--- config.mk ---
export PLATFORM = sky130hd
export DESIGN_NAME = reset_stretch
export DESIGN_NICKNAME = d
export VERILOG_FILES = /design/src/rtl/reset_stretch.sv
export SDC_FILE = /design/constraint.sdc
export NUM_CORES = 1
export LEC_CHECK = 0
export ABC_AREA = 1
export BUFFER_PORTS_ARGS = -buffer_cell sky130_fd_sc_hd__buf_2
export CAP_MARGIN = 0
export CORE_UTILIZATION = 30
export DETAILED_ROUTE_END_ITERATION = 8
export SLEW_MARGIN = 20
export SYNTH_ARGS = -nofsm -noshare
export SYNTH_HDL_FRONTEND = slang
export SYNTH_SLANG_ARGS = --single-unit
--- constraint.sdc ---
create_clock -name fclk -period 1.01 [get_ports fclk]
set_input_delay 0.202 -clock fclk [delete_from_list [all_inputs] [get_ports fclk]]
set_output_delay 0.202 -clock fclk [all_outputs]
set_load 0.03 [all_outputs]
--- src/rtl/reset_stretch.sv ---
`timescale 1ns/1ns

module reset_stretch #(
	parameter int RST_CNT_SIZE = 6
) (
	input  logic fclk,
	input  logic rst_n,
	output logic rst_core_n
);

	logic [1:0]              sync_q;
	logic [RST_CNT_SIZE-1:0] cnt;

	// assert at once, release after sync and count
	always_ff @(posedge fclk or negedge rst_n)
	begin
		if (!rst_n)
		begin
			sync_q     <= '0;
			cnt        <= '0;
			rst_core_n <= 1'b0;
		end
		else
		begin
			sync_q <= {sync_q[0], 1'b1};
			if (sync_q[1] && !rst_core_n)
				cnt <= cnt + 1'b1;
			if (&cnt)
				rst_core_n <= 1'b1;
		end
	end

endmodule

==> results.toml <==
[placed_design]
routabilityCongestion = 0.6915
placement.io_buffers = 2
post-dp-hpwl_um = 504.7
placed_cells = 66
place_area_um2 = 467.9

[power_and_ir_drop]
vdd_drop_max_v = 0.0006213
p_leak_nw = 0.2569
p_total_mw = 1.273
power.density_nw_per_um2 = 2458

[synthesis]
synth_nets = 50
yosys.area_share.simple_pct = 33.33
syn_inst = 47
ys_seq_area_share_pct = 53.10
synth_compound_area_share_pct = 2.360
synth-seq-cells = 9
synthAdderAreaFrac_pct = 2.950
ys_top_cells_by_area = "dfrtp_1, nand2_1, nor2_8, inv_1, ha_1"
synth.area.mux_share_pct = 0
syn_area_um2 = 424.2
yosysTopAreaCellShare_pct = 53.10
synth_top_family_by_area = "simple AND/OR/NAND/NOR gates"
syn_area_per_cell_um2 = 9.025
synth_area_leader_cell = "dfrtp_1"
synth_xor_area_share_pct = 2.065
yosysWarnings = 0
yosysUniqueCellTypes = 16

[global_route]
grt_max_degree = 10
grt_overflow = 0
grtUsageTotal_pct = 11.67
antenna_found_initial = 0
grt_pass1_vias = 268
grt_first_pass_wirelength_mm = 1.076

[layout]
insertedDiodeCount = 0
drive_gt1_share_pct = 26.79
fin_area_um2 = 518.0
regArea_um2 = 225.2
final_nets = 60
fillers = 143
area_delta_synth_final_pct = 22.12
fin_cells = 71
multi_input_area_um2 = 183.9

[floorplan]
fp-row-count = 13
start_util_pct = 32.60
die_h_um = 39.60
pin_count = 3
dieArea_um2 = 1568
core_um2 = 1301
die_width_um = 39.60

[worst_setup_path]
r2r_setup_slack_ns = 0.03
worst-path-max-fanout = 2
crit_family = "flip-flops"
crit_type = "flop to output port"
r2r_cells = 4
worstPathRequired_ns = 0.81
slowest_delay_ns = 0.40
start_kind = "flop"
crit_slowest_cell = "dfrtp_1"
crit_chain = "buf_6"
reg2reg_to = "cnt[2]"
cp_num_buf_inv = 1
r2r_start = "cnt[1]"
cp-end-kind = "output port"
cp-startpoint = "rst_core_n"
arrival_ns = 0.80

[routing]
wl_met1_um = 312
vias = 311
via_per_inst = 4.380
wl_met2_um = 334
wl_per_cell_um = 9.592
dr_wl_met3_um = 20
dr.pass1.iters = 4
dr.first_iter.drc_count = 5
postRouteWirelength_um = 681
drc = 0
final_antenna_net_count = 0
top_layer = "met4"

[timing]
skew_ns = 0.004994
finalSetupViolations = 0
hold_viol = 0
period_share_pct = 98.94
clock.fmax_mhz = 1001
rsz0062_at_grt = "true"
min_period_ns = 0.9993
tns_ns = 0
slew_viol_final = 0

[cts]
cts_tree = "done"
cts.root.buffer_cell = "clkbuf_4"
clk_pin_slew_ns = 0.06
cts.path.max_buffers = 2
cts_sinks = 9
cts_setup_buffers = 0
clkLatencyLatePin_ns = 0.26
numCtsBuffers = 3
cts_max_level = 1

[worst_hold_path]
hold_path_class = "input port to async pin"

[job]
maxCapViolCount = 0

[status]
status = "finished, final reports clean"
## cell families (layout without fill, tap and decap cells)
group / after synthesis / count (layout)
AO/OA/AOI/OAI: 2 / 2
XOR/XNOR: 1 / 1
adder cells (fa/ha/maj): 1 / 1
buffers and inverters: 6 / 15
flip-flops: 9 / 9
other: 1 / 1
AND/OR/NAND/NOR: 27 / 27
## power breakdown
part / switching (mW) / internal [mW]
clock: 0.126 / 0.152
sequential: 0.123 / 0.469
combinational: 0.218 / 0.185
total: 0.467 / 0.806
## routing by layer
metal | global-route usage [%] | up-vias
met5 | 0 | -
met2 | 16.80 | 4
met3 | 3.409 | 2
met4 | 12.93 | 0
li1 | - | 160
met1 | 12.68 | 145
## sequential cells by signal, summed over array words and instances (netlist names)
signal and count:
cnt 6, sync_q 2, rst_core_n 1
## cells in the final DEF, fill, tap and decap left out, drive strengths merged
cell type     n
buf           4
clkbuf        4
conb          1
dfrtp         9
dlygate4sd3   1
ha            1
inv           6
nand2        17
nand3         2
nand3b        1
nand4         1
nor2          6
o21ai         2
xor2          1
## Yosys cell counts
master,instances
nand2_1,15
dfrtp_1,9
inv_1,5
nor2_1,3
nand3_1,2
nor2_2,2
o21ai_1,2
conb_1,1
ha_1,1
inv_2,1
nand2_2,1
nand2_4,1
nand3b_1,1
nand4_1,1
nor2_8,1
xor2_1,1
## cell type report
cell class	instances	area share, %
timing repair buffer	5	7.971
tap	15	3.623
multi-input combinational	32	35.51
clock buffer	4	5.072
inverter	6	4.348
sequential	9	43.48
## worst max path at each step
stage                            end  slack [ns]  cells past startpoint
after floorplan               cnt[5]    0.000004                      6
after global placement        cnt[4]        0.06                      6
after detailed placement      cnt[2]        0.03                      4
after CTS                 rst_core_n      -0.006                      1
after global routing      rst_core_n       -0.03                      1
final                     rst_core_n        0.01                      1
## per-stage QoR
stage | utilization (%) | hold WS (ns) | worst slack (ns)
after CTS | 39.23 | 0.3230 | -0.006325
after global placement | 35.96 | 0.06465 | 0.05717
after detailed placement | 35.96 | 0.06849 | 0.03142
after floorplan | - | -0.09359 | 0.000003664
after global routing | 39.81 | 0.3560 | -0.02756
final | 39.81 | 0.3212 | 0.01074
## what timing repair did
| item | CTS | global route |
|---|---|---|
| hold buffers | 1 | 0 |
| endpoints found under the hold margin | 9 | 0 |
| endpoints found under the setup margin | 1 | 3 |
| resized for setup | 2 | 2 |
Note: power is estimated with default switching activity, not from simulation.
