==> src/rtl/zx_bus_pkg.sv <==
package zx_bus_pkg;

	localparam int ADDR_W = 16;
	localparam int DATA_W = 8;

	// hit when the masked address is zero
	localparam logic [ADDR_W-1:0] PORT_FE_MASK   = 16'h0001;
	localparam logic [ADDR_W-1:0] PORT_7FFD_MASK = 16'h8002;

	// full decode
	localparam logic [ADDR_W-1:0] PORT_EFF7_ADDR = 16'hEFF7;

	// under the 7ffd mask, a15 high selects the ay
	localparam logic [ADDR_W-1:0] AY_SEL = 16'h8000;

	// unmapped port readback
	localparam logic [DATA_W-1:0] DATA_IDLE = 8'hFF;

	// int acknowledge cycle
	function automatic logic ack_cycle(input logic iorq_n, input logic m1_n);
		return ~iorq_n & ~m1_n;
	endfunction

endpackage

==> src/rtl/z80_bus_if.sv <==
`timescale 1ns/1ns

interface z80_bus_if;

	logic [zx_bus_pkg::ADDR_W-1:0] a;
	logic [zx_bus_pkg::DATA_W-1:0] din;
	logic                          iorq_n;
	logic                          mreq_n;
	logic                          rd_n;
	logic                          wr_n;
	logic                          m1_n;

	modport sink (input a, input din, input iorq_n, input mreq_n,
		input rd_n, input wr_n, input m1_n);

	// int acknowledge only
	modport ack (input iorq_n, input m1_n);

endinterface

==> src/rtl/zint.sv <==
`timescale 1ns/1ns

module zint #(
	parameter int FRAME_CYCLES = 71680,
	parameter int INT_CYCLES   = 32
) (
	input  logic   fclk,
	input  logic   rst_n,
	z80_bus_if.ack bus,
	output logic   int_n
);
	import zx_bus_pkg::*;

	localparam int FRAME_W = $clog2(FRAME_CYCLES);
	localparam int PULSE_W = $clog2(INT_CYCLES);

	logic [FRAME_W-1:0] frame_cnt;
	logic [PULSE_W-1:0] pulse_cnt;
	logic               wrap;
	logic               pulse_end;

	assign wrap      = frame_cnt == FRAME_W'(FRAME_CYCLES - 1);
	assign pulse_end = pulse_cnt == PULSE_W'(INT_CYCLES - 1);

	always_ff @(posedge fclk or negedge rst_n)
	begin
		if (!rst_n)
			frame_cnt <= '0;
		else if (wrap)
			frame_cnt <= '0;
		else
			frame_cnt <= frame_cnt + 1'b1;
	end

	// pulse ends on length or on acknowledge
	always_ff @(posedge fclk or negedge rst_n)
	begin
		if (!rst_n)
		begin
			int_n     <= 1'b1;
			pulse_cnt <= '0;
		end
		else if (!int_n)
		begin
			pulse_cnt <= pulse_cnt + 1'b1;
			if (pulse_end || ack_cycle(bus.iorq_n, bus.m1_n))
				int_n <= 1'b1;
		end
		else if (wrap)
		begin
			int_n     <= 1'b0;
			pulse_cnt <= '0;
		end
	end

endmodule

==> src/flat_wrapper.sv <==
// flat-port wrapper written by rule: the top's interface ports become plain ports
module zint_flat import zx_bus_pkg::*;
#(
	parameter int FRAME_CYCLES = 71680,
	parameter int INT_CYCLES   = 32
)
  (fclk, rst_n, int_n, bus_iorq_n, bus_m1_n);
  z80_bus_if bus_i ();
  input  logic fclk;
  input  logic rst_n;
  output logic int_n;
  input wire logic [$bits(bus_i.iorq_n)-1:0] bus_iorq_n;
  input wire logic [$bits(bus_i.m1_n)-1:0] bus_m1_n;
  assign bus_i.iorq_n = bus_iorq_n;
  assign bus_i.m1_n = bus_m1_n;
  zint #(.FRAME_CYCLES(FRAME_CYCLES), .INT_CYCLES(INT_CYCLES)) u_core (.fclk(fclk), .rst_n(rst_n), .bus(bus_i), .int_n(int_n));
endmodule
==> config.mk <==
export PLATFORM = sky130hd
export DESIGN_NAME = zint_flat
export DESIGN_NICKNAME = d
export VERILOG_FILES = /design/src/rtl/zx_bus_pkg.sv /design/src/rtl/z80_bus_if.sv /design/src/rtl/zint.sv /design/src/flat_wrapper.sv
export SDC_FILE = /design/constraint.sdc
export NUM_CORES = 1
export LEC_CHECK = 0
export BUFFER_PORTS_ARGS = -buffer_cell sky130_fd_sc_hd__buf_4
export CAP_MARGIN = 30
export CORE_MARGIN = 4
export CORE_UTILIZATION = 47
export DETAILED_ROUTE_END_ITERATION = 8
export GPL_TIMING_DRIVEN = 0
export PLACE_DENSITY = 0.64
export SLEW_MARGIN = 30
export SYNTH_ARGS = -nofsm -noshare
export SYNTH_HDL_FRONTEND = slang
export SYNTH_SLANG_ARGS = --single-unit
==> constraint.sdc <==
create_clock -name fclk -period 2.05 [get_ports fclk]
set_clock_uncertainty 0.15 [all_clocks]
set_input_delay 0.41 -clock fclk [delete_from_list [all_inputs] [get_ports fclk]]
set_output_delay 0.41 -clock fclk [all_outputs]
set_load 0.005 [all_outputs]
==> results of run 1 <==
-- cells in the mapped netlist (all sizes together) (2+ instances only) --
library cell,number
inv,3
nor3,3
ha,3
nor2,14
nand3,6
xnor2,7
nand2,9
nand4,3
o22ai,4
dfrtp,22
xor2,9
and3,3
o21ai,2
-- cells by family after synthesis --
family | Yosys count | share of synthesized area [%]
XOR/XNOR | 16 | 12.99
flip-flops | 23 | 53.48
buffers and inverters | 5 | 2.436
AND/OR/NAND/NOR | 45 | 23.09
adder cells (fa/ha/maj) | 3 | 3.481
AO/OA/AOI/OAI | 8 | 4.524
-- through the flow --
stage / util, % / instances / total power, mW / cell area, µm²
detailed placement: 52.20 / 132 / 0.5897 / 1144
global route: 54.77 / 139 / 0.8383 / 1200
CTS: 53.85 / 137 / 0.8001 / 1180
floorplan: - / 100 / 0.5629 / 1079
global placement: 52.20 / 132 / 0.5838 / 1144
finish: 54.77 / 139 / 0.7880 / 1200
-- registers in the layout, summed over array words and instances, names as in the netlist --
register	cells
u_core.int_n	1
u_core.pulse_cnt	5
u_core.frame_cnt	17
-- routing by layer --
metal | global-route usage (%) | up-vias | part of all wire, %
li1 | - | 363 | -
met1 | 17.58 | 337 | 50
met2 | 20.78 | 5 | 47
met3 | 2.320 | 2 | 2.1
met4 | 6.102 | 0 | 0.70
met5 | 0 | - | 0
-- area by class of cell --
type	instances	share of cell area (%)
repair buffers	7	4.588
multi-input cells	72	40.04
flip-flops and latches	23	48.07
well taps	28	2.920
inverters	3	0.9385
clock buffers	4	2.190
plain buffers	2	1.251
-- worst reg2reg max path, delay by kind of cell, from the launching register on --
kind,cells,cell delay (ps)
buffers and inverters,1,130
AO/OA/AOI/OAI,1,80
AND/OR/NAND/NOR,3,690
flip-flops,1,410
adder cells (fa/ha/maj),1,250
-- report_power, final --
part	switching [mW]	total [mW]	internal, mW
sequential	0.0262	0.506	0.479
combinational	0.0363	0.0752	0.0388
clock	0.132	0.207	0.0757
total	0.194	0.788	0.594
-- repair_timing --
action                     4_1_cts  5_1_grt
buffers inserted                 0        2
hold buffers                     1        0
setup endpoints to repair        0       10
hold endpoints to repair        22        0
gates resized for setup          0        1
-- worst max-delay path by stage --
stage | slack, ps | start | cells past startpoint | to
2_1_floorplan | 350 | u_core.frame_cnt[0] | 6 | u_core.pulse_cnt[1]
3_3_place_gp | 110 | u_core.frame_cnt[0] | 6 | u_core.pulse_cnt[1]
3_5_place_dp | 90 | u_core.frame_cnt[0] | 6 | u_core.pulse_cnt[1]
4_1_cts | 70 | u_core.frame_cnt[0] | 6 | u_core.pulse_cnt[1]
5_1_grt | 40 | u_core.frame_cnt[0] | 6 | u_core.pulse_cnt[2]
6_report | 200 | u_core.frame_cnt[0] | 6 | u_core.pulse_cnt[2]
==> impl_results.rst, run 1 <==
.. list-table::
   :header-rows: 1

   * - Metric
     - Value
   * - GRT overflow
     - 0
   * - Core outline area
     - 2191 µm²
   * - Period Utilization, post-route
     - 90.22%
   * - Cell types occupying the most area after synthesis
     - sky130_fd_sc_hd__dfrtp_1 (51%), sky130_fd_sc_hd__xor2_1 (7.3%), sky130_fd_sc_hd__xnor2_1 (5.7%), sky130_fd_sc_hd__nor2_1 (4.9%), sky130_fd_sc_hd__ha_1 (3.5%)
   * - Setup Slack @ Placement
     - 93.07 ps
   * - Pin count of the biggest net entering global routing
     - 24
   * - Proportion of layout cells with a drive suffix above 1
     - 16.22%
   * - Sinks on Clock Net
     - 23
   * - PortBufs
     - 4
   * - Count of nets after finishing
     - 119
   * - Worst path max stage delay
     - 410 ps
   * - Synth cell types
     - 28
   * - Max-cap violations
     - 0
   * - Worst hold path cell count
     - 4
   * - Number of vias in the routed layout
     - 707
   * - GR Util All Layers
     - 13.16%
   * - Fin. Hold Viols
     - 0
   * - H-tree level count
     - 1
   * - Cell chain of the critical path
     - ha_1, nand3_1, nor3_2, and4b_2, buf_4, o22ai_1
   * - Clock period minus final worst setup slack
     - 1849 ps
   * - Avg Cell Area, Syn
     - 10.79 µm²
   * - Avg WL per Cell
     - 12.40 µm
   * - Total power density per cell area
     - 656.7 nW/µm²
   * - Iteration-0 DRC Markers
     - 16
   * - Skew-Pair Late Insertion Delay
     - 300 ps
   * - Cell type with the largest total area after synthesis
     - sky130_fd_sc_hd__dfrtp_1
   * - Height of the die
     - 55.91 µm
   * - Post-Route Hold Slack
     - 234.1 ps
   * - CP Data Arrival Time
     - 1880 ps
   * - CTS Root Buffer Type
     - sky130_fd_sc_hd__clkbuf_4
   * - Deepest clock path buffer count
     - 2
   * - Slew at the pin closest to its max-slew limit
     - 376.1 ps
   * - Placer's final routability congestion estimate
     - 0.7847
   * - Primary FF master, synth
     - sky130_fd_sc_hd__dfrtp_1
   * - Aggregate routed wire length
     - 1.723 mm
   * - Clk slew on worst S/H paths
     - 130 ps
   * - Type of destination of the critical path
     - flip-flop
   * - Required time worst endpoint
     - 2080 ps
   * - Max Transition Viols Final
     - 0
   * - # IOs
     - 5
   * - Detailed-route vias per instance
     - 5.086
   * - Setup slack, reg-to-reg
     - 200 ps
   * - Count of mapped cells out of synthesis
     - 100
   * - Setup TNS Final
     - 0 ps
   * - Count of nets left with antenna violations after detail routing
     - 0
   * - Final worst setup slack
     - 200.6 ps
   * - Wire length of the first global-routing pass
     - 3.256 mm
   * - RSZ-0062 raised after global routing
     - false
   * - Final-layout fill cell count
     - 204
   * - Buffers plus inverters on the worst setup path
     - 1
   * - Number of flops mapped to enable cells by yosys
     - 0
   * - Post-DP HPWL
     - 1.240 mm
   * - Hold Path End
     - u_core.int_n
   * - Worst Hold Launch
     - bus_iorq_n
   * - Initial core utilization
     - 49.23%
   * - Net count after synthesis
     - 107
   * - Leading cell type in the layout, fill and taps excluded
     - sky130_fd_sc_hd__dfrtp_1
   * - Area of all sequential standard cells
     - 576.8 µm²
   * - Multi-input logic area
     - 480.5 µm²
   * - Area fraction of the dominant cell type after synthesis
     - 51.04%
   * - Die footprint
     - 3125 µm²
   * - Result of the run
     - finished, final reports clean
   * - ANT cells
     - 0
   * - Area overhead of the layout relative to synthesis
     - 11.25%
   * - Proportion of synthesized chip area in sequential cells
     - 53.48%
   * - Rows
     - 17
   * - R2R Path End
     - u_core.pulse_cnt[2]
   * - Start of the worst register-to-register path
     - u_core.frame_cnt[0]
   * - Pre-Repair DR Iteration Count
     - 4
   * - Die width
     - 55.91 µm
   * - FF-to-FF path depth
     - 6
   * - Count of endpoints failing setup in the final report
     - 0
   * - Residual DRC count
     - 0
   * - Commonest cells after routing, fill and taps aside
     - sky130_fd_sc_hd__dfrtp_1 (22), sky130_fd_sc_hd__nor2_1 (14), sky130_fd_sc_hd__xor2_1 (9), sky130_fd_sc_hd__nand2_1 (9), sky130_fd_sc_hd__xnor2_1 (7)
   * - Class of the most critical setup path
     - reg -> reg
   * - Worst Setup Start Kind
     - flip-flop
   * - Clock tree from TritonCTS
     - built
   * - #FFs+latches synth
     - 23
   * - Post-synth design cell area
     - 1079 µm²
   * - Num CTS Buffers
     - 3
   * - Lkg Pwr
     - 0.5464 nW
   * - Warnings, synthesis
     - 0
   * - Slowest-stage cell, CP
     - sky130_fd_sc_hd__dfrtp_1
   * - Top fanout value on the critical path
     - 4
   * - Slew HR
     - 74.93%
   * - Category of cells accounting for the largest share of critical-path delay
     - simple AND/OR/NAND/NOR gates
   * - Async set-reset flop share out of synthesis
     - 100.0%
   * - Highest Clock Rate
     - 540.7 MHz
   * - Tightest Hold Check Type
     - in -> reg
   * - Number of global-route vias before repair
     - 736
   * - Number of antenna violations at the first check in global routing
     - 0
   * - Worst voltage drop across the vdd grid
     - 0.4018 mV
Power figures use the tool's default switching activity.
==> run 2, diff against run 1 <==
--- a/config.mk
+++ b/config.mk
@@ -5,11 +5,12 @@
 export SDC_FILE = /design/constraint.sdc
 export NUM_CORES = 1
 export LEC_CHECK = 0
-export BUFFER_PORTS_ARGS = -buffer_cell sky130_fd_sc_hd__buf_4
+export BUFFER_PORTS_ARGS = -buffer_cell sky130_fd_sc_hd__buf_2
 export CAP_MARGIN = 30
 export CORE_MARGIN = 4
 export CORE_UTILIZATION = 47
 export DETAILED_ROUTE_END_ITERATION = 8
+export GPL_ROUTABILITY_DRIVEN = 0
 export GPL_TIMING_DRIVEN = 0
 export PLACE_DENSITY = 0.64
 export SLEW_MARGIN = 30
==> impl_results.rst, run 2 (synthesis results as in run 1) <==
.. list-table::
   :header-rows: 1

   * - Metric
     - Value
   * - Leading cell type in the layout, fill and taps excluded
     - sky130_fd_sc_hd__dfrtp_1
   * - Required time worst endpoint
     - 2090 ps (about the same)
   * - Tightest Hold Check Type
     - in -> reg
   * - CP Data Arrival Time
     - 1970 ps (+90 ps)
   * - Lkg Pwr
     - 0.5337 nW (-2.3%)
   * - GR Util All Layers
     - 12.97% (-0.20 points)
   * - Detailed-route vias per instance
     - 5.292 (+4.0%)
   * - Commonest cells after routing, fill and taps aside
     - sky130_fd_sc_hd__dfrtp_1 (22), sky130_fd_sc_hd__nor2_1 (14), sky130_fd_sc_hd__xor2_1 (9), sky130_fd_sc_hd__nand2_1 (9), sky130_fd_sc_hd__xnor2_1 (7)
   * - Worst hold path cell count
     - 4 (unchanged)
   * - Worst voltage drop across the vdd grid
     - 0.5320 mV (+32%)
   * - Clock period minus final worst setup slack
     - 1928 ps (+78.74 ps)
   * - Count of nets left with antenna violations after detail routing
     - 0 (unchanged)
   * - Number of antenna violations at the first check in global routing
     - 0 (unchanged)
   * - CTS Root Buffer Type
     - sky130_fd_sc_hd__clkbuf_4
   * - H-tree level count
     - 1 (unchanged)
   * - Register name with the most flops
     - u_core.frame_cnt
   * - Setup slack, reg-to-reg
     - 120 ps (-80 ps)
   * - Height of the die
     - 55.91 µm (unchanged)
   * - Max Transition Viols Final
     - 0 (unchanged)
   * - Routed wl met3
     - 59 µm (+59%)
   * - Initial core utilization
     - 49.23% (unchanged)
   * - Skew-Pair Late Insertion Delay
     - 300 ps (about the same)
   * - Fin. Hold Viols
     - 0 (unchanged)
   * - Slew at the pin closest to its max-slew limit
     - 504.7 ps (+128.6 ps)
   * - Buffers plus inverters on the worst setup path
     - 1 (unchanged)
   * - Worst Setup Start Kind
     - flip-flop
   * - RSZ-0062 raised after global routing
     - false
   * - Slowest-stage cell, CP
     - sky130_fd_sc_hd__dfrtp_1
   * - Die width
     - 55.91 µm (unchanged)
   * - Class of the most critical setup path
     - reg -> reg
   * - Pin count of the biggest net entering global routing
     - 24 (unchanged)
   * - PortBufs
     - 4 (unchanged)
   * - Iteration-0 DRC Markers
     - 16 (unchanged)
   * - Highest Clock Rate
     - 518.6 MHz (-4.1%)
   * - Uppermost signal routing layer after detailed routing
     - met4
   * - Cell chain of the critical path
     - ha_1, nand3_1, nor3_2, and4b_2, buf_6, o22ai_1
   * - Slew HR
     - 66.35% (-8.6 points)
   * - Detailed-routing wirelength on met1
     - 849 µm (-1.3%)
   * - Start of the worst register-to-register path
     - u_core.frame_cnt[0]
   * - Period Utilization, post-route
     - 94.06% (+3.8 points)
   * - Area overhead of the layout relative to synthesis
     - 9.049%
   * - Rows
     - 17 (unchanged)
   * - Total power density per cell area
     - 664.7 nW/µm² (+1.2%)
   * - Sinks on Clock Net
     - 23 (unchanged)
   * - Deepest clock path buffer count
     - 2 (unchanged)
   * - Instance count after placement with tap cells included
     - 132 (unchanged)
   * - Core outline area
     - 2191 µm² (unchanged)
   * - Number of flip-flops under the largest register name
     - 17 (unchanged)
   * - Count of endpoints failing setup in the final report
     - 0 (unchanged)
   * - Count of nets after finishing
     - 117 (-1.7%)
   * - Worst path max stage delay
     - 410 ps (about the same)
   * - Tot Pwr
     - 0.7818 mW (-0.79%)
   * - Top fanout value on the critical path
     - 10 (+6)
   * - R2R Path End
     - u_core.pulse_cnt[1]
   * - Type of destination of the critical path
     - flip-flop
   * - Area of all sequential standard cells
     - 576.8 µm² (unchanged)
   * - Die footprint
     - 3125 µm² (unchanged)
   * - Aggregate routed wire length
     - 1.734 mm (+0.64%)
   * - Buffer count from post-CTS setup fixing
     - 0 (unchanged)
   * - GRT overflow
     - 0 (unchanged)
   * - Pre-Repair DR Iteration Count
     - 4 (unchanged)
   * - Number of vias in the routed layout
     - 725 (+2.5%)
   * - Wire length of the first global-routing pass
     - 3.263 mm (+0.21%)
   * - Post-DP HPWL
     - 1.211 mm (-2.3%)
   * - Registers with the highest flip-flop counts
     - u_core.frame_cnt x17, u_core.pulse_cnt x5, u_core.int_n x1
   * - Clk slew on worst S/H paths
     - 120 ps (about the same)
   * - Residual DRC count
     - 0 (unchanged)
   * - Category of cells accounting for the largest share of critical-path delay
     - simple AND/OR/NAND/NOR gates
   * - Avg WL per Cell
     - 12.66 µm (+2.1%)
   * - ANT cells
     - 0 (unchanged)
   * - Setup TNS Final
     - 0 ps (unchanged)
   * - Result of the run
     - finished, final reports clean
   * - Proportion of layout cells with a drive suffix above 1
     - 15.60% (-0.62 points)
   * - Multi-input logic area
     - 480.5 µm² (unchanged)
   * - DR WL met2
     - 810 µm (-0.12%)
   * - Num CTS Buffers
     - 3 (unchanged)
   * - Final-layout fill cell count
     - 191 (-6.4%)
   * - Non-filler instance count after layout
     - 137 (-1.4%)
   * - Worst Hold Launch
     - bus_iorq_n
   * - FF-to-FF path depth
     - 6 (unchanged)
   * - Clock tree from TritonCTS
     - built
   * - # IOs
     - 5 (unchanged)
   * - Max-cap violations
     - 0 (unchanged)
   * - Post-Route Hold Slack
     - 237.0 ps (+2.898 ps)
   * - Hold Path End
     - u_core.int_n
   * - Number of global-route vias before repair
     - 738 (+0.27%)
[run 2: timing repair]
item                                   in CTS  in global routing
hold buffers                                1                  0
resized for setup                           0                  1
setup endpoints to repair                   0                 10
endpoints found under the hold margin      22                  0
[run 2: cell type report]
class	instances	share of cell area, %
buffer	2	1.277
clock buffer	3	1.915
clock inverter	1	0.4255
inverter	3	0.9574
multi-input combinational	72	40.85
sequential	23	49.04
tap	28	2.979
timing repair buffer	5	2.553
[run 2: stage by stage]
step	setup WS [ps]	util, %	instance area (µm²)
2_1_floorplan	351.1	-	1079
4_1_cts	49.13	53.46	1171
5_1_grt	5.309	53.68	1176
6_report	121.8	53.68	1176
3_5_place_dp	84.26	51.74	1134
3_3_place_gp	102.5	51.74	1134
[run 2: worst min-delay path: stages]
cell                      delay (ps)
sky130_fd_sc_hd__buf_2            70
sky130_fd_sc_hd__nor2_1           30
sky130_fd_sc_hd__nor3_1          130
sky130_fd_sc_hd__a21oi_1          60
[run 2: per-layer routing]
layer,vias to the layer above,track usage (%)
met5,-,0
met4,0,3.390
met3,2,4.640
met2,11,18.92
met1,351,18.32
li1,361,-
[run 2: power breakdown]
part | internal [mW] | total [mW] | switching (mW)
sequential | 0.479 | 0.505 | 0.0253
combinational | 0.0372 | 0.0736 | 0.0364
clock | 0.0728 | 0.204 | 0.131
[run 2: worst max path at each step]
stage / start / end / slack (ps) / cells past startpoint
after detailed placement: u_core.frame_cnt[0] / u_core.pulse_cnt[1] / 80 / 6
after global placement: u_core.frame_cnt[0] / u_core.pulse_cnt[1] / 100 / 6
after CTS: u_core.frame_cnt[0] / u_core.pulse_cnt[1] / 50 / 6
after floorplan: u_core.frame_cnt[0] / u_core.pulse_cnt[1] / 350 / 6
final: u_core.frame_cnt[0] / u_core.pulse_cnt[1] / 120 / 6
after global routing: u_core.frame_cnt[0] / u_core.pulse_cnt[4] / 5 / 6
