--- config.mk ---
export PLATFORM = sky130hd
export DESIGN_NAME = zports_flat
export DESIGN_NICKNAME = d
export VERILOG_FILES = /design/src/rtl/zx_bus_pkg.sv /design/src/rtl/port_state_if.sv /design/src/rtl/z80_bus_if.sv /design/src/rtl/zports.sv /design/src/flat_wrapper.sv
export SDC_FILE = /design/constraint.sdc
export NUM_CORES = 1
export LEC_CHECK = 0
export BUFFER_PORTS_ARGS = -buffer_cell sky130_fd_sc_hd__buf_2
export CAP_MARGIN = 20
export CORE_AREA = 2 2 54 56
export CTS_BUF_LIST = sky130_fd_sc_hd__clkbuf_8
export DETAILED_ROUTE_END_ITERATION = 12
export DIE_AREA = 0 0 56 58
export PLACE_DENSITY = 0.81
export SLEW_MARGIN = 20
export SYNTH_ARGS = -nofsm -noshare
export SYNTH_HDL_FRONTEND = slang
export SYNTH_SLANG_ARGS = --single-unit
--- constraint.sdc ---
create_clock -name fclk -period 2.2 [get_ports fclk]
set_clock_uncertainty 0.2 [all_clocks]
set_input_delay 0 -clock fclk [delete_from_list [all_inputs] [get_ports fclk]]
set_output_delay 0 -clock fclk [all_outputs]
set_load 0.02 [all_outputs]
--- src/rtl/zx_bus_pkg.sv ---
package zx_bus_pkg;

	localparam int ADDR_W = 16;
	localparam int DATA_W = 8;

	// hit when the masked address is zero
	localparam logic [ADDR_W-1:0] PORT_FE_MASK   = 16'h0001;
	localparam logic [ADDR_W-1:0] PORT_7FFD_MASK = 16'h8002;

	// full decode
	localparam logic [ADDR_W-1:0] PORT_EFF7_ADDR = 16'hEFF7;

	// under the 7ffd mask, a15 high selects the ay
	localparam logic [ADDR_W-1:0] AY_SEL = 16'h8000;

	// unmapped port readback
	localparam logic [DATA_W-1:0] DATA_IDLE = 8'hFF;

	// int acknowledge cycle
	function automatic logic ack_cycle(input logic iorq_n, input logic m1_n);
		return ~iorq_n & ~m1_n;
	endfunction

endpackage

--- src/rtl/port_state_if.sv ---
`timescale 1ns/1ns

interface port_state_if;

	logic [zx_bus_pkg::DATA_W-1:0] p7ffd;
	logic [zx_bus_pkg::DATA_W-1:0] peff7;
	logic                          lock;

	modport src (output p7ffd, output peff7, output lock);

	modport dst (input p7ffd, input peff7, input lock);

endinterface

--- src/rtl/z80_bus_if.sv ---
`timescale 1ns/1ns

interface z80_bus_if;

	logic [zx_bus_pkg::ADDR_W-1:0] a;
	logic [zx_bus_pkg::DATA_W-1:0] din;
	logic                          iorq_n;
	logic                          mreq_n;
	logic                          rd_n;
	logic                          wr_n;
	logic                          m1_n;

	modport sink (input a, input din, input iorq_n, input mreq_n,
		input rd_n, input wr_n, input m1_n);

	// int acknowledge only
	modport ack (input iorq_n, input m1_n);

endinterface

--- src/rtl/zports.sv ---
`timescale 1ns/1ns

module zports #(
	parameter int AY_DIV_LOG2 = 4
) (
	input  logic                          fclk,
	input  logic                          rst_n,
	z80_bus_if.sink                       bus,
	port_state_if.src                     pst,
	output logic [zx_bus_pkg::DATA_W-1:0] dout,
	output logic                          dout_en,
	output logic                          beep,
	output logic                          ay_bdir,
	output logic                          ay_bc1,
	output logic                          ay_clk
);
	import zx_bus_pkg::*;

	logic                   hit_fe;
	logic                   hit_7ffd;
	logic                   hit_eff7;
	logic                   ay_hit;
	logic                   io_wr;
	logic                   io_wr_q;
	logic                   io_rd;
	logic                   wr_stb;
	logic [2:0]             border;
	logic                   beep_r;
	logic [DATA_W-1:0]      p7ffd_r;
	logic [DATA_W-1:0]      peff7_r;
	logic [AY_DIV_LOG2-1:0] ay_div;

	assign hit_fe   = (bus.a & PORT_FE_MASK) == '0;
	assign hit_7ffd = (bus.a & PORT_7FFD_MASK) == '0;
	assign hit_eff7 = bus.a == PORT_EFF7_ADDR;
	assign ay_hit   = (bus.a & PORT_7FFD_MASK) == AY_SEL;

	assign io_wr  = ~bus.iorq_n & ~bus.wr_n;
	assign io_rd  = ~bus.iorq_n & ~bus.rd_n;
	// first sampled edge of a write cycle
	assign wr_stb = io_wr & ~io_wr_q;

	////////////////////////////////////////
	// port registers
	////////////////////////////////////////

	always_ff @(posedge fclk or negedge rst_n)
	begin
		if (!rst_n)
		begin
			io_wr_q <= 1'b0;
			border  <= '0;
			beep_r  <= 1'b0;
			p7ffd_r <= '0;
			peff7_r <= '0;
		end
		else
		begin
			io_wr_q <= io_wr;
			if (wr_stb && hit_fe)
			begin
				border <= bus.din[2:0];
				beep_r <= bus.din[4];
			end
			if (wr_stb && hit_7ffd && !pst.lock)
				p7ffd_r <= bus.din;
			if (wr_stb && hit_eff7)
				peff7_r <= bus.din;
		end
	end

	assign pst.p7ffd = p7ffd_r;
	assign pst.peff7 = peff7_r;
	// bit 5 freezes paging until reset
	assign pst.lock  = p7ffd_r[5];
	assign beep      = beep_r;

	always_comb
	begin
		if (hit_eff7)
			dout = peff7_r;
		else if (hit_7ffd)
			dout = p7ffd_r;
		else if (hit_fe)
			dout = {5'b11111, border};
		else
			dout = DATA_IDLE;
	end

	assign dout_en = io_rd;

	////////////////////////////////////////
	// ay chip
	////////////////////////////////////////

	assign ay_bdir = ay_hit & io_wr;
	assign ay_bc1  = ay_hit & (io_rd | io_wr) & bus.a[14];

	always_ff @(posedge fclk or negedge rst_n)
	begin
		if (!rst_n)
			ay_div <= '0;
		else
			ay_div <= ay_div + 1'b1;
	end

	assign ay_clk = ay_div[AY_DIV_LOG2-1];

endmodule

--- src/flat_wrapper.sv ---
// flat-port wrapper written by rule: the top's interface ports become plain ports
module zports_flat import zx_bus_pkg::*;
#(
	parameter int AY_DIV_LOG2 = 4
)
  (fclk, rst_n, dout, dout_en, beep, ay_bdir, ay_bc1, ay_clk, bus_a, bus_din, bus_iorq_n, bus_mreq_n, bus_rd_n, bus_wr_n, bus_m1_n, pst_p7ffd, pst_peff7, pst_lock);
  z80_bus_if bus_i ();
  port_state_if pst_i ();
  input  logic fclk;
  input  logic rst_n;
  output logic [zx_bus_pkg::DATA_W-1:0] dout;
  output logic dout_en;
  output logic beep;
  output logic ay_bdir;
  output logic ay_bc1;
  output logic ay_clk;
  input wire logic [$bits(bus_i.a)-1:0] bus_a;
  input wire logic [$bits(bus_i.din)-1:0] bus_din;
  input wire logic [$bits(bus_i.iorq_n)-1:0] bus_iorq_n;
  input wire logic [$bits(bus_i.mreq_n)-1:0] bus_mreq_n;
  input wire logic [$bits(bus_i.rd_n)-1:0] bus_rd_n;
  input wire logic [$bits(bus_i.wr_n)-1:0] bus_wr_n;
  input wire logic [$bits(bus_i.m1_n)-1:0] bus_m1_n;
  output wire logic [$bits(pst_i.p7ffd)-1:0] pst_p7ffd;
  output wire logic [$bits(pst_i.peff7)-1:0] pst_peff7;
  output wire logic [$bits(pst_i.lock)-1:0] pst_lock;
  assign bus_i.a = bus_a;
  assign bus_i.din = bus_din;
  assign bus_i.iorq_n = bus_iorq_n;
  assign bus_i.mreq_n = bus_mreq_n;
  assign bus_i.rd_n = bus_rd_n;
  assign bus_i.wr_n = bus_wr_n;
  assign bus_i.m1_n = bus_m1_n;
  assign pst_p7ffd = pst_i.p7ffd;
  assign pst_peff7 = pst_i.peff7;
  assign pst_lock = pst_i.lock;
  zports #(.AY_DIV_LOG2(AY_DIV_LOG2)) u_core (.fclk(fclk), .rst_n(rst_n), .bus(bus_i), .pst(pst_i), .dout(dout), .dout_en(dout_en), .beep(beep), .ay_bdir(ay_bdir), .ay_bc1(ay_bc1), .ay_clk(ay_clk));
endmodule
==> summary.txt, run 1 <==
run status - finished clean
Std-Cell Core Area - 0.00266 mm^2
Setup violations, final - 0
register area share after synthesis - 0.535
hold slack final - 37.6 ps
largest net degree at the start of global routing - 26
initial antenna violation count - 0
Port-buffer cells - 58
Warnings, synthesis - 0
worst skew pair latency - 270 ps
CP peak stage delay - 530 ps
Total Power - 0.00113 W
Via-to-Cell Ratio - 5.26
leakage power - 0.869 nW
met3 Usage GRT - 0.0491
Die H - 58 um
Slew HR - 0.631
Synth Cell Area - 0.00117 mm^2
Hold Path Class - in2async
crit path capture type - flop
classification of the worst setup path - in2reg
crit share post-route - 0.741
Mapped Avg Cell Area - 12.8 um^2
sw frac - 0.316
compound-gate portion of the synthesized area - 0.0739
drt total wl - 3040 um
routed len/inst - 15.8 um
clk root buf - clkbuf_8
share of layout cells above drive strength 1 - 0.531
Pre-antenna DRT Iters - 4
vias - 1,016
Post-Synth XOR/XNOR Area - 0.0150
flops & latches, synth - 25
Die W - 56 um
grt met1 use - 0.245
Flop pwr share - 0.489
PwrDens - 687 mW/mm^2
DR iter-0 viols - 37
syn nets - 123
Ports - 61
max-slew violation count - 0
CTS resizes - 0
Slowest cell on crit path - dlygate4sd3_1
Rows - 19
GRT busiest layer - met2
pre-CTS WS - 396 ps
drc violations - 0
net switching power - 0.000356 W
vias in the first global route - 1,054
Hold Violations, Final - 0
cell count after synthesis - 91
post-synthesis cell type count - 27
Non-Filler Instances - 193
Worst Tran Pin Value - 554 ps
Placer Congestion - 0.698
Bufs on Longest Clock Path - 2
total clock sinks - 25
RSZ-0062 raised after global routing - false
Synth Area in Adders - 0.0107
CTS tree - yes
Tmin final - 1630 ps
internal power - 0.000772 W
# placed instances - 178
Nets - 195
Synth Area in Simple Gates - 0.121
Clk pwr share - 0.245
Congestion Overflow GR - 0
setup TNS - 0 ps
fmax - 0.614 GHz
DIE AREA - 0.00325 mm^2
global-route wire length before repair - 5020 um
met2 Use GR - 0.338
total CTS buffers - 3
ordered cell list for the critical path - dlygate4sd3_1 > buf_2 > nor3_1 > buf_4 > nand2_1 > mux2_2
CP Max Fanout - 7
Crit path required time - 2160 ps
Critical Path Source Type - primary input
Peak supply drop - 0.602 mV
n_diodes - 0
starting density of the core - 0.439
dpl hpwl - 2150 um
Area Overhead vs Synth - 40.5%
Worst-path clk slew - 90 ps
Clock H-tree levels - 1
share of total power in combinational logic - 0.266
max-cap viol count - 0
final worst setup slack - 571 ps
WP data arrival - 1590 ps
gr usage total - 0.199
main combinational cell family by area after synthesis - multiplexers
proportion of synthesized area in mux cells - 0.209
Routed Antenna Nets - 0
[routing by layer]
layer  part of all wire  routed length, um  vias up
met4              0.018                 54        0
met1               0.41               1240      511
met2               0.53               1600       32
li1                   -                  -      467
met5                  0                  0        -
met3              0.047                143        6
[repair_timing]
action | in CTS | in global routing
hold buffers | 11 | 0
setup buffers | 0 | 0
endpoints found under the hold margin | 46 | 0
[synthesized netlist by cell type]
cell type   n  area, um^2
nand2_1     4        15.0
nor4b_1     1        8.76
or2_2       1        6.26
xnor2_1     1        8.76
nor2_1      8        30.0
clkbuf_1    2        7.51
nand4b_1    2        17.5
nand4_1     2        12.5
dfrtp_1    25         626
mux2_4      8         120
a21oi_1     1        5.00
nor3_1      1        5.00
buf_6       1        11.3
a31o_2      1        8.76
nand3_1     1        5.00
or4_4       1        11.3
inv_1       4        15.0
o211ai_1    3        22.5
nand2b_4    1        13.8
ha_1        1        12.5
buf_4       1        7.51
o21ai_0     3        15.0
nor4_1      1        6.26
o22a_1      4        35.0
and4b_1     1        10.0
xor2_1      1        8.76
mux2_2     11         124
[sequential cells by signal, indices dropped and copies added, names as in the netlist]
register / cells
u_core.pst.p7ffd: 8
u_core.border: 3
u_core.pst.peff7: 8
u_core.beep: 1
u_core.ay_div: 4
u_core.io_wr_q: 1
[power groups by stage]
stage / Combinational, W / Clock [W] / Sequential (W)
floorplan: 0.000122 / 0 / 0.000606
global placement: 0.000278 / 0 / 0.000554
detailed placement: 0.000286 / 0 / 0.000560
CTS: 0.000302 / 0.000278 / 0.000550
global route: 0.000325 / 0.000288 / 0.000559
finish: 0.000300 / 0.000276 / 0.000551
[metrics by stage]
stage / utilization / instance area [um^2]
detailed placement: 0.558 / 1490
CTS: 0.617 / 1640
floorplan: - / 1170
finish: 0.617 / 1640
global route: 0.617 / 1640
global placement: 0.558 / 1490
[cell usage in the layout (no fill, tap or decap), drive strengths merged, types with 3 or more instances in the layout]
cell type / instances
o211ai: 3
o22a: 4
o21ai: 3
buf: 60
mux2: 19
inv: 5
dfrtp: 25
clkbuf: 3
nand2: 4
dlygate4sd3: 11
nor2: 8
[critical path: cells and delay by family]
kind                   cells  cell delay (ps)
muxes                      1              350
and+or+nand+nor            2              410
buffers and inverters      3              840
[cells by family after synthesis]
logic type	count (synthesis)
muxes	19
and+or+nand+nor	24
buffers and inverters	8
xor gates and xnor gates	2
DFF	25
AOI/OAI and AO/OA	12
adders and majority gates	1
[layout make-up]
type / count / area, um^2
well taps: 31 / 38.8
fillers: 209 / 1020
inverters: 4 / 15.0
flip-flops and latches: 25 / 626
clock inverters: 1 / 3.75
repair buffers: 71 / 415
multi-input cells: 58 / 502
clock buffers: 3 / 41.3
[worst paths after layout]
check	from	to	slack [ps]	cells past startpoint
worst max-delay path	bus_wr_n	u_core.pst.p7ffd[6]	570	6
max in group asynchronous	rst_n	u_core.ay_div[0]	1390	2
worst min register to register	u_core.ay_div[0]	u_core.ay_div[0]	260	1
worst max register to register	u_core.io_wr_q	u_core.pst.p7ffd[6]	620	4
worst min-delay path	rst_n	u_core.beep	40	2
min in group fclk	bus_rd_n	dout_en	70	3
Note: power is estimated with default switching activity, not from simulation.
==> run 2, diff against run 1 <==
--- a/config.mk
+++ b/config.mk
@@ -7,11 +7,11 @@
 export LEC_CHECK = 0
 export BUFFER_PORTS_ARGS = -buffer_cell sky130_fd_sc_hd__buf_2
 export CAP_MARGIN = 20
-export CORE_AREA = 2 2 54 56
+export CORE_AREA = 2 2 56 58
 export CTS_BUF_LIST = sky130_fd_sc_hd__clkbuf_8
 export DETAILED_ROUTE_END_ITERATION = 12
-export DIE_AREA = 0 0 56 58
-export PLACE_DENSITY = 0.81
+export DIE_AREA = 0 0 58 60
+export PLACE_DENSITY = 0.79
 export SLEW_MARGIN = 20
 export SYNTH_ARGS = -nofsm -noshare
 export SYNTH_HDL_FRONTEND = slang
==> constraint.sdc (replaced) <==
create_clock -name fclk -period 1.4 [get_ports fclk]
set_clock_uncertainty 0.2 [all_clocks]
set_input_delay 0 -clock fclk [delete_from_list [all_inputs] [get_ports fclk]]
set_output_delay 0 -clock fclk [all_outputs]
set_load 0.02 [all_outputs]
==> summary.txt, run 2 (synthesis gave the netlist of run 1 again) <==
run status - complete, but fails checks
failing checks - setup timing
setup TNS - -1910 ps
Clock H-tree levels - 1
Nets - 204
largest net degree at the start of global routing - 26
max-slew violation count - 0
Flop pwr share - 0.470
placed cell area - 0.00154 mm^2
Bufs on Longest Clock Path - 2
routed len/inst - 16.5 um
initial antenna violation count - 0
fmax - 0.646 GHz
starting density of the core - 0.403
leakage power - 0.963 nW
Ports - 61
vias in the first global route - 1,021
Total Power - 0.00185 W
storage element area - 626 um^2
final worst setup slack - -147 ps
classification of the worst setup path - reg2reg
pre-CTS WS - -239 ps
dpl hpwl - 2190 um
Hold Path Class - in2async
Slew HR - 0.620
total clock sinks - 25
clk root buf - clkbuf_8
share of total power in combinational logic - 0.303
Pre-antenna DRT Iters - 4
commonest non-fill, non-tap cells in the layout - buf_2 (49), dfrtp_1 (25), mux2_4 (12), buf_4 (12), dlygate4sd3_1 (11)
DIE AREA - 0.00348 mm^2
Die H - 60 um
Reg2Reg Launch Point - u_core.io_wr_q
Congestion Overflow GR - 0
crit path capture type - flop
DR iter-0 viols - 21
Critical Path Source Type - flop
sw frac - 0.309
net switching power - 0.000570 W
Area Overhead vs Synth - 56.0%
Peak supply drop - 0.815 mV
drt total wl - 3360 um
Design Area, Final - 0.00182 mm^2
CTS tree - yes
Std-Cell Core Area - 0.00290 mm^2
Register-to-Register Path Depth - 4
Clk pwr share - 0.227
share of layout cells above drive strength 1 - 0.591
drc violations - 0
vias - 1,063
Worst Tran Pin Value - 570 ps
WP data arrival - 1500 ps
fill count - 227
Crit path required time - 1360 ps
Placer Congestion - 0.707
RSZ-0062 raised after global routing - true
internal power - 0.00128 W
Worst-path clk slew - 90 ps
Via-to-Cell Ratio - 5.21
Setup violations, final - 24
setup slack, reg-to-reg - -150 ps
gr usage total - 0.179
hold slack final - 72.1 ps
Port-buffer cells - 58
PwrDens - 1010 mW/mm^2
Hold Violations, Final - 0
Routed Antenna Nets - 0
worst skew pair latency - 270 ps
CP Max Fanout - 4
max-cap viol count - 0
Die W - 58 um
Tmin final - 1550 ps
total CTS buffers - 3
worst reg2reg endpoint - u_core.border[1]
area of the multi-input gates - 543 um^2
Rows - 20
global-route wire length before repair - 4710 um
n_diodes - 0
commonest non-fill, non-tap cell in the layout - buf_2
crit share post-route - 1.10
## run 2: worst max-delay path, cell delays in order, from the launching register on
cell	delay (ps)
dfrtp_1	410
buf_4	150
nor4_2	150
buf_4	210
mux2_4	310
## run 2: final cells by class
class	count	share of cell area
clock buffer	3	0.0226
clock inverter	1	0.00206
inverter	4	0.00824
sequential	25	0.343
tap	33	0.0226
timing repair buffer	80	0.303
multi-input combinational	58	0.298
## run 2: per-layer routing
layer,vias up,track usage,part of all wire
li1,486,-,-
met1,518,0.223,0.41
met2,48,0.317,0.50
met3,11,0.0476,0.055
met4,0,0.0266,0.034
met5,-,0,0
## run 2: worst max path at each step
stage                   start  slack (ps)                  end  cells after the start
2_1_floorplan       bus_a[12]        -130  u_core.pst.peff7[0]                      5
3_3_place_gp        bus_a[12]        -200  u_core.pst.peff7[1]                      5
5_1_grt        u_core.io_wr_q        -180  u_core.pst.peff7[4]                      4
6_report       u_core.io_wr_q        -150     u_core.border[1]                      4
3_5_place_dp        bus_a[12]        -240  u_core.pst.peff7[4]                      5
4_1_cts        u_core.io_wr_q         -90  u_core.pst.p7ffd[1]                      3
## run 2: power by group through the flow
| stage | logic [W] | registers, W | clock network, W |
|---|---|---|---|
| global route | 0.000600 | 0.000878 | 0.000446 |
| detailed placement | 0.000480 | 0.000877 | 0 |
| floorplan | 0.000194 | 0.000952 | 0 |
| finish | 0.000560 | 0.000867 | 0.000419 |
| global placement | 0.000466 | 0.000866 | 0 |
| CTS | 0.000507 | 0.000862 | 0.000422 |
## run 2: repair_timing
action / in CTS / in global routing
pin swaps: 0 / 9
hold buffers: 11 / 0
buffers inserted: 1 / 2
cloned: 0 / 1
resized for setup: 1 / 24
endpoints found under the hold margin: 46 / 0
setup endpoints to repair: 23 / 25
## run 2: stage by stage
stage	instances	utilization
2_1_floorplan	91	-
3_3_place_gp	185	0.530
3_5_place_dp	185	0.530
4_1_cts	201	0.587
5_1_grt	204	0.628
6_report	204	0.628
==> run 3, diff against run 2 <==
--- a/config.mk
+++ b/config.mk
@@ -7,11 +7,10 @@
 export LEC_CHECK = 0
 export BUFFER_PORTS_ARGS = -buffer_cell sky130_fd_sc_hd__buf_2
 export CAP_MARGIN = 20
-export CORE_AREA = 2 2 56 58
-export CTS_BUF_LIST = sky130_fd_sc_hd__clkbuf_8
+export CORE_AREA = 2 2 58 60
 export DETAILED_ROUTE_END_ITERATION = 12
-export DIE_AREA = 0 0 58 60
-export PLACE_DENSITY = 0.79
+export DIE_AREA = 0 0 60 62
+export PLACE_DENSITY_LB_ADDON = 0.2
 export SLEW_MARGIN = 20
 export SYNTH_ARGS = -nofsm -noshare
 export SYNTH_HDL_FRONTEND = slang
==> constraint.sdc (replaced) <==
create_clock -name fclk -period 1.4 [get_ports fclk]
set_clock_uncertainty 0.2 [all_clocks]
set_input_delay 0 -clock fclk [delete_from_list [all_inputs] [get_ports fclk]]
set_output_delay 0 -clock fclk [all_outputs]
set_load 0.005 [all_outputs]
==> summary.txt, run 3 (synthesis gave the netlist of run 1 again) <==
drc violations - 0
Placer Congestion - 0.679
Slew HR - 0.637
Std-Cell Core Area - 0.00318 mm^2
n_diodes - 0
Pre-antenna DRT Iters - 3
Bufs on Longest Clock Path - 2
commonest non-fill, non-tap cells in the layout - buf_2 (57), dfrtp_1 (25), mux2_4 (12), dlygate4sd3_1 (12), buf_4 (10)
Nets - 207
crit path capture type - flop
largest net degree at the start of global routing - 26
Slowest cell on crit path - dfrtp_1
crit path buf inv count - 2
CP Max Fanout - 4
total clock sinks - 25
Tmin final - 1460 ps
Die W - 60 um
Worst Tran Pin Value - 544 ps
Peak supply drop - 0.882 mV
Total Power - 0.00161 W
Worst-path clk slew - 130 ps
Hold Violations, Final - 0
initial antenna violation count - 0
CP peak stage delay - 420 ps
Design Area, Final - 0.00180 mm^2
Routed Antenna Nets - 0
total CTS buffers - 3
global-route wire length before repair - 4130 um
clk root buf - clkbuf_4
Hold Path Class - in2out
ordered cell list for the critical path - buf_6 > nor4_4 > buf_4 > mux2_4
storage element area - 626 um^2
vias - 1,017
starting density of the core - 0.368
Die H - 62 um
failing checks - setup timing
DIE AREA - 0.00372 mm^2
final worst setup slack - -58.4 ps
share of layout cells above drive strength 1 - 0.580
crit share post-route - 1.04
CTS tree - yes
Port-buffer cells - 58
pre-CTS WS - -219 ps
Ports - 61
Crit path max-delay family - flip-flops
PwrDens - 894 mW/mm^2
max-slew violation count - 0
run status - complete, but fails checks
drt total wl - 2790 um
commonest non-fill, non-tap cell in the layout - buf_2
Critical Path Source Type - flop
Crit path required time - 1410 ps
WP data arrival - 1470 ps
worst skew pair latency - 320 ps
fmax - 0.686 GHz
classification of the worst setup path - reg2reg
Via-to-Cell Ratio - 4.62
leakage power - 0.938 nW
dpl hpwl - 2010 um
Clock H-tree levels - 1
Setup violations, final - 19
max-cap viol count - 0
Rows - 21
DR iter-0 viols - 28
RSZ-0062 raised after global routing - true
Area Overhead vs Synth - 53.6%
fill count - 291
setup TNS - -416 ps
area of the multi-input gates - 542 um^2
gr usage total - 0.150
routed len/inst - 12.7 um
Congestion Overflow GR - 0
vias in the first global route - 927
placed cell area - 0.00158 mm^2
## run 3: worst paths after layout
| check | startpoint | to | slack (ps) | cells after the start |
|---|---|---|---|---|
| worst max-delay path | u_core.io_wr_q | u_core.border[2] | -60 | 4 |
| worst min-delay path | bus_rd_n | dout_en | 40 | 3 |
| worst max register to register | u_core.io_wr_q | u_core.border[2] | -60 | 4 |
| worst min register to register | u_core.ay_div[0] | u_core.ay_div[0] | 260 | 1 |
| max in group asynchronous | rst_n | u_core.border[1] | 120 | 3 |
| min in group asynchronous | rst_n | u_core.pst.peff7[1] | 520 | 3 |
## run 3: through the flow
stage | utilization | hold WS (ps) | instances
after detailed placement | 0.498 | -179 | 202
after CTS | 0.556 | 29.4 | 218
after global routing | 0.565 | 42.6 | 220
after global placement | 0.498 | -187 | 202
final | 0.565 | 38.0 | 220
after floorplan | - | -496 | 91
## run 3: cell type report
cell class,count,share of cell area
Inverter,4,0.00836
Timing Repair Buffer,83,0.295
Tap cell,46,0.0321
Multi-Input combinational cell,58,0.302
Sequential cell,25,0.348
Clock buffer,4,0.0146
## run 3: metal layers
metal | routed length [um] | vias to the layer above | global-route usage
met5 | 0 | - | 0
met4 | 0 | 0 | 0.0190
met3 | 128 | 0 | 0.0435
met2 | 1450 | 25 | 0.253
met1 | 1200 | 498 | 0.197
li1 | - | 494 | -
## run 3: worst min-delay path, cell delays in order
cell and delay (ps):
buf_2 90, nor2_1 30, buf_2 110
## run 3: power breakdown
part	leakage [nW]	internal [W]	total [W]	switching, W
Combinational	0.602	0.000263	0.000418	0.000155
Sequential	0.320	0.000806	0.000865	0.0000586
Clock	0.0150	0.000112	0.000323	0.000211
## run 3: timing repair
item / CTS / global route
setup buffers: 0 / 2
pin swaps: 0 / 1
hold buffers: 12 / 0
hold endpoints to repair: 46 / 0
gates resized for setup: 13 / 2
endpoints found under the setup margin: 22 / 27
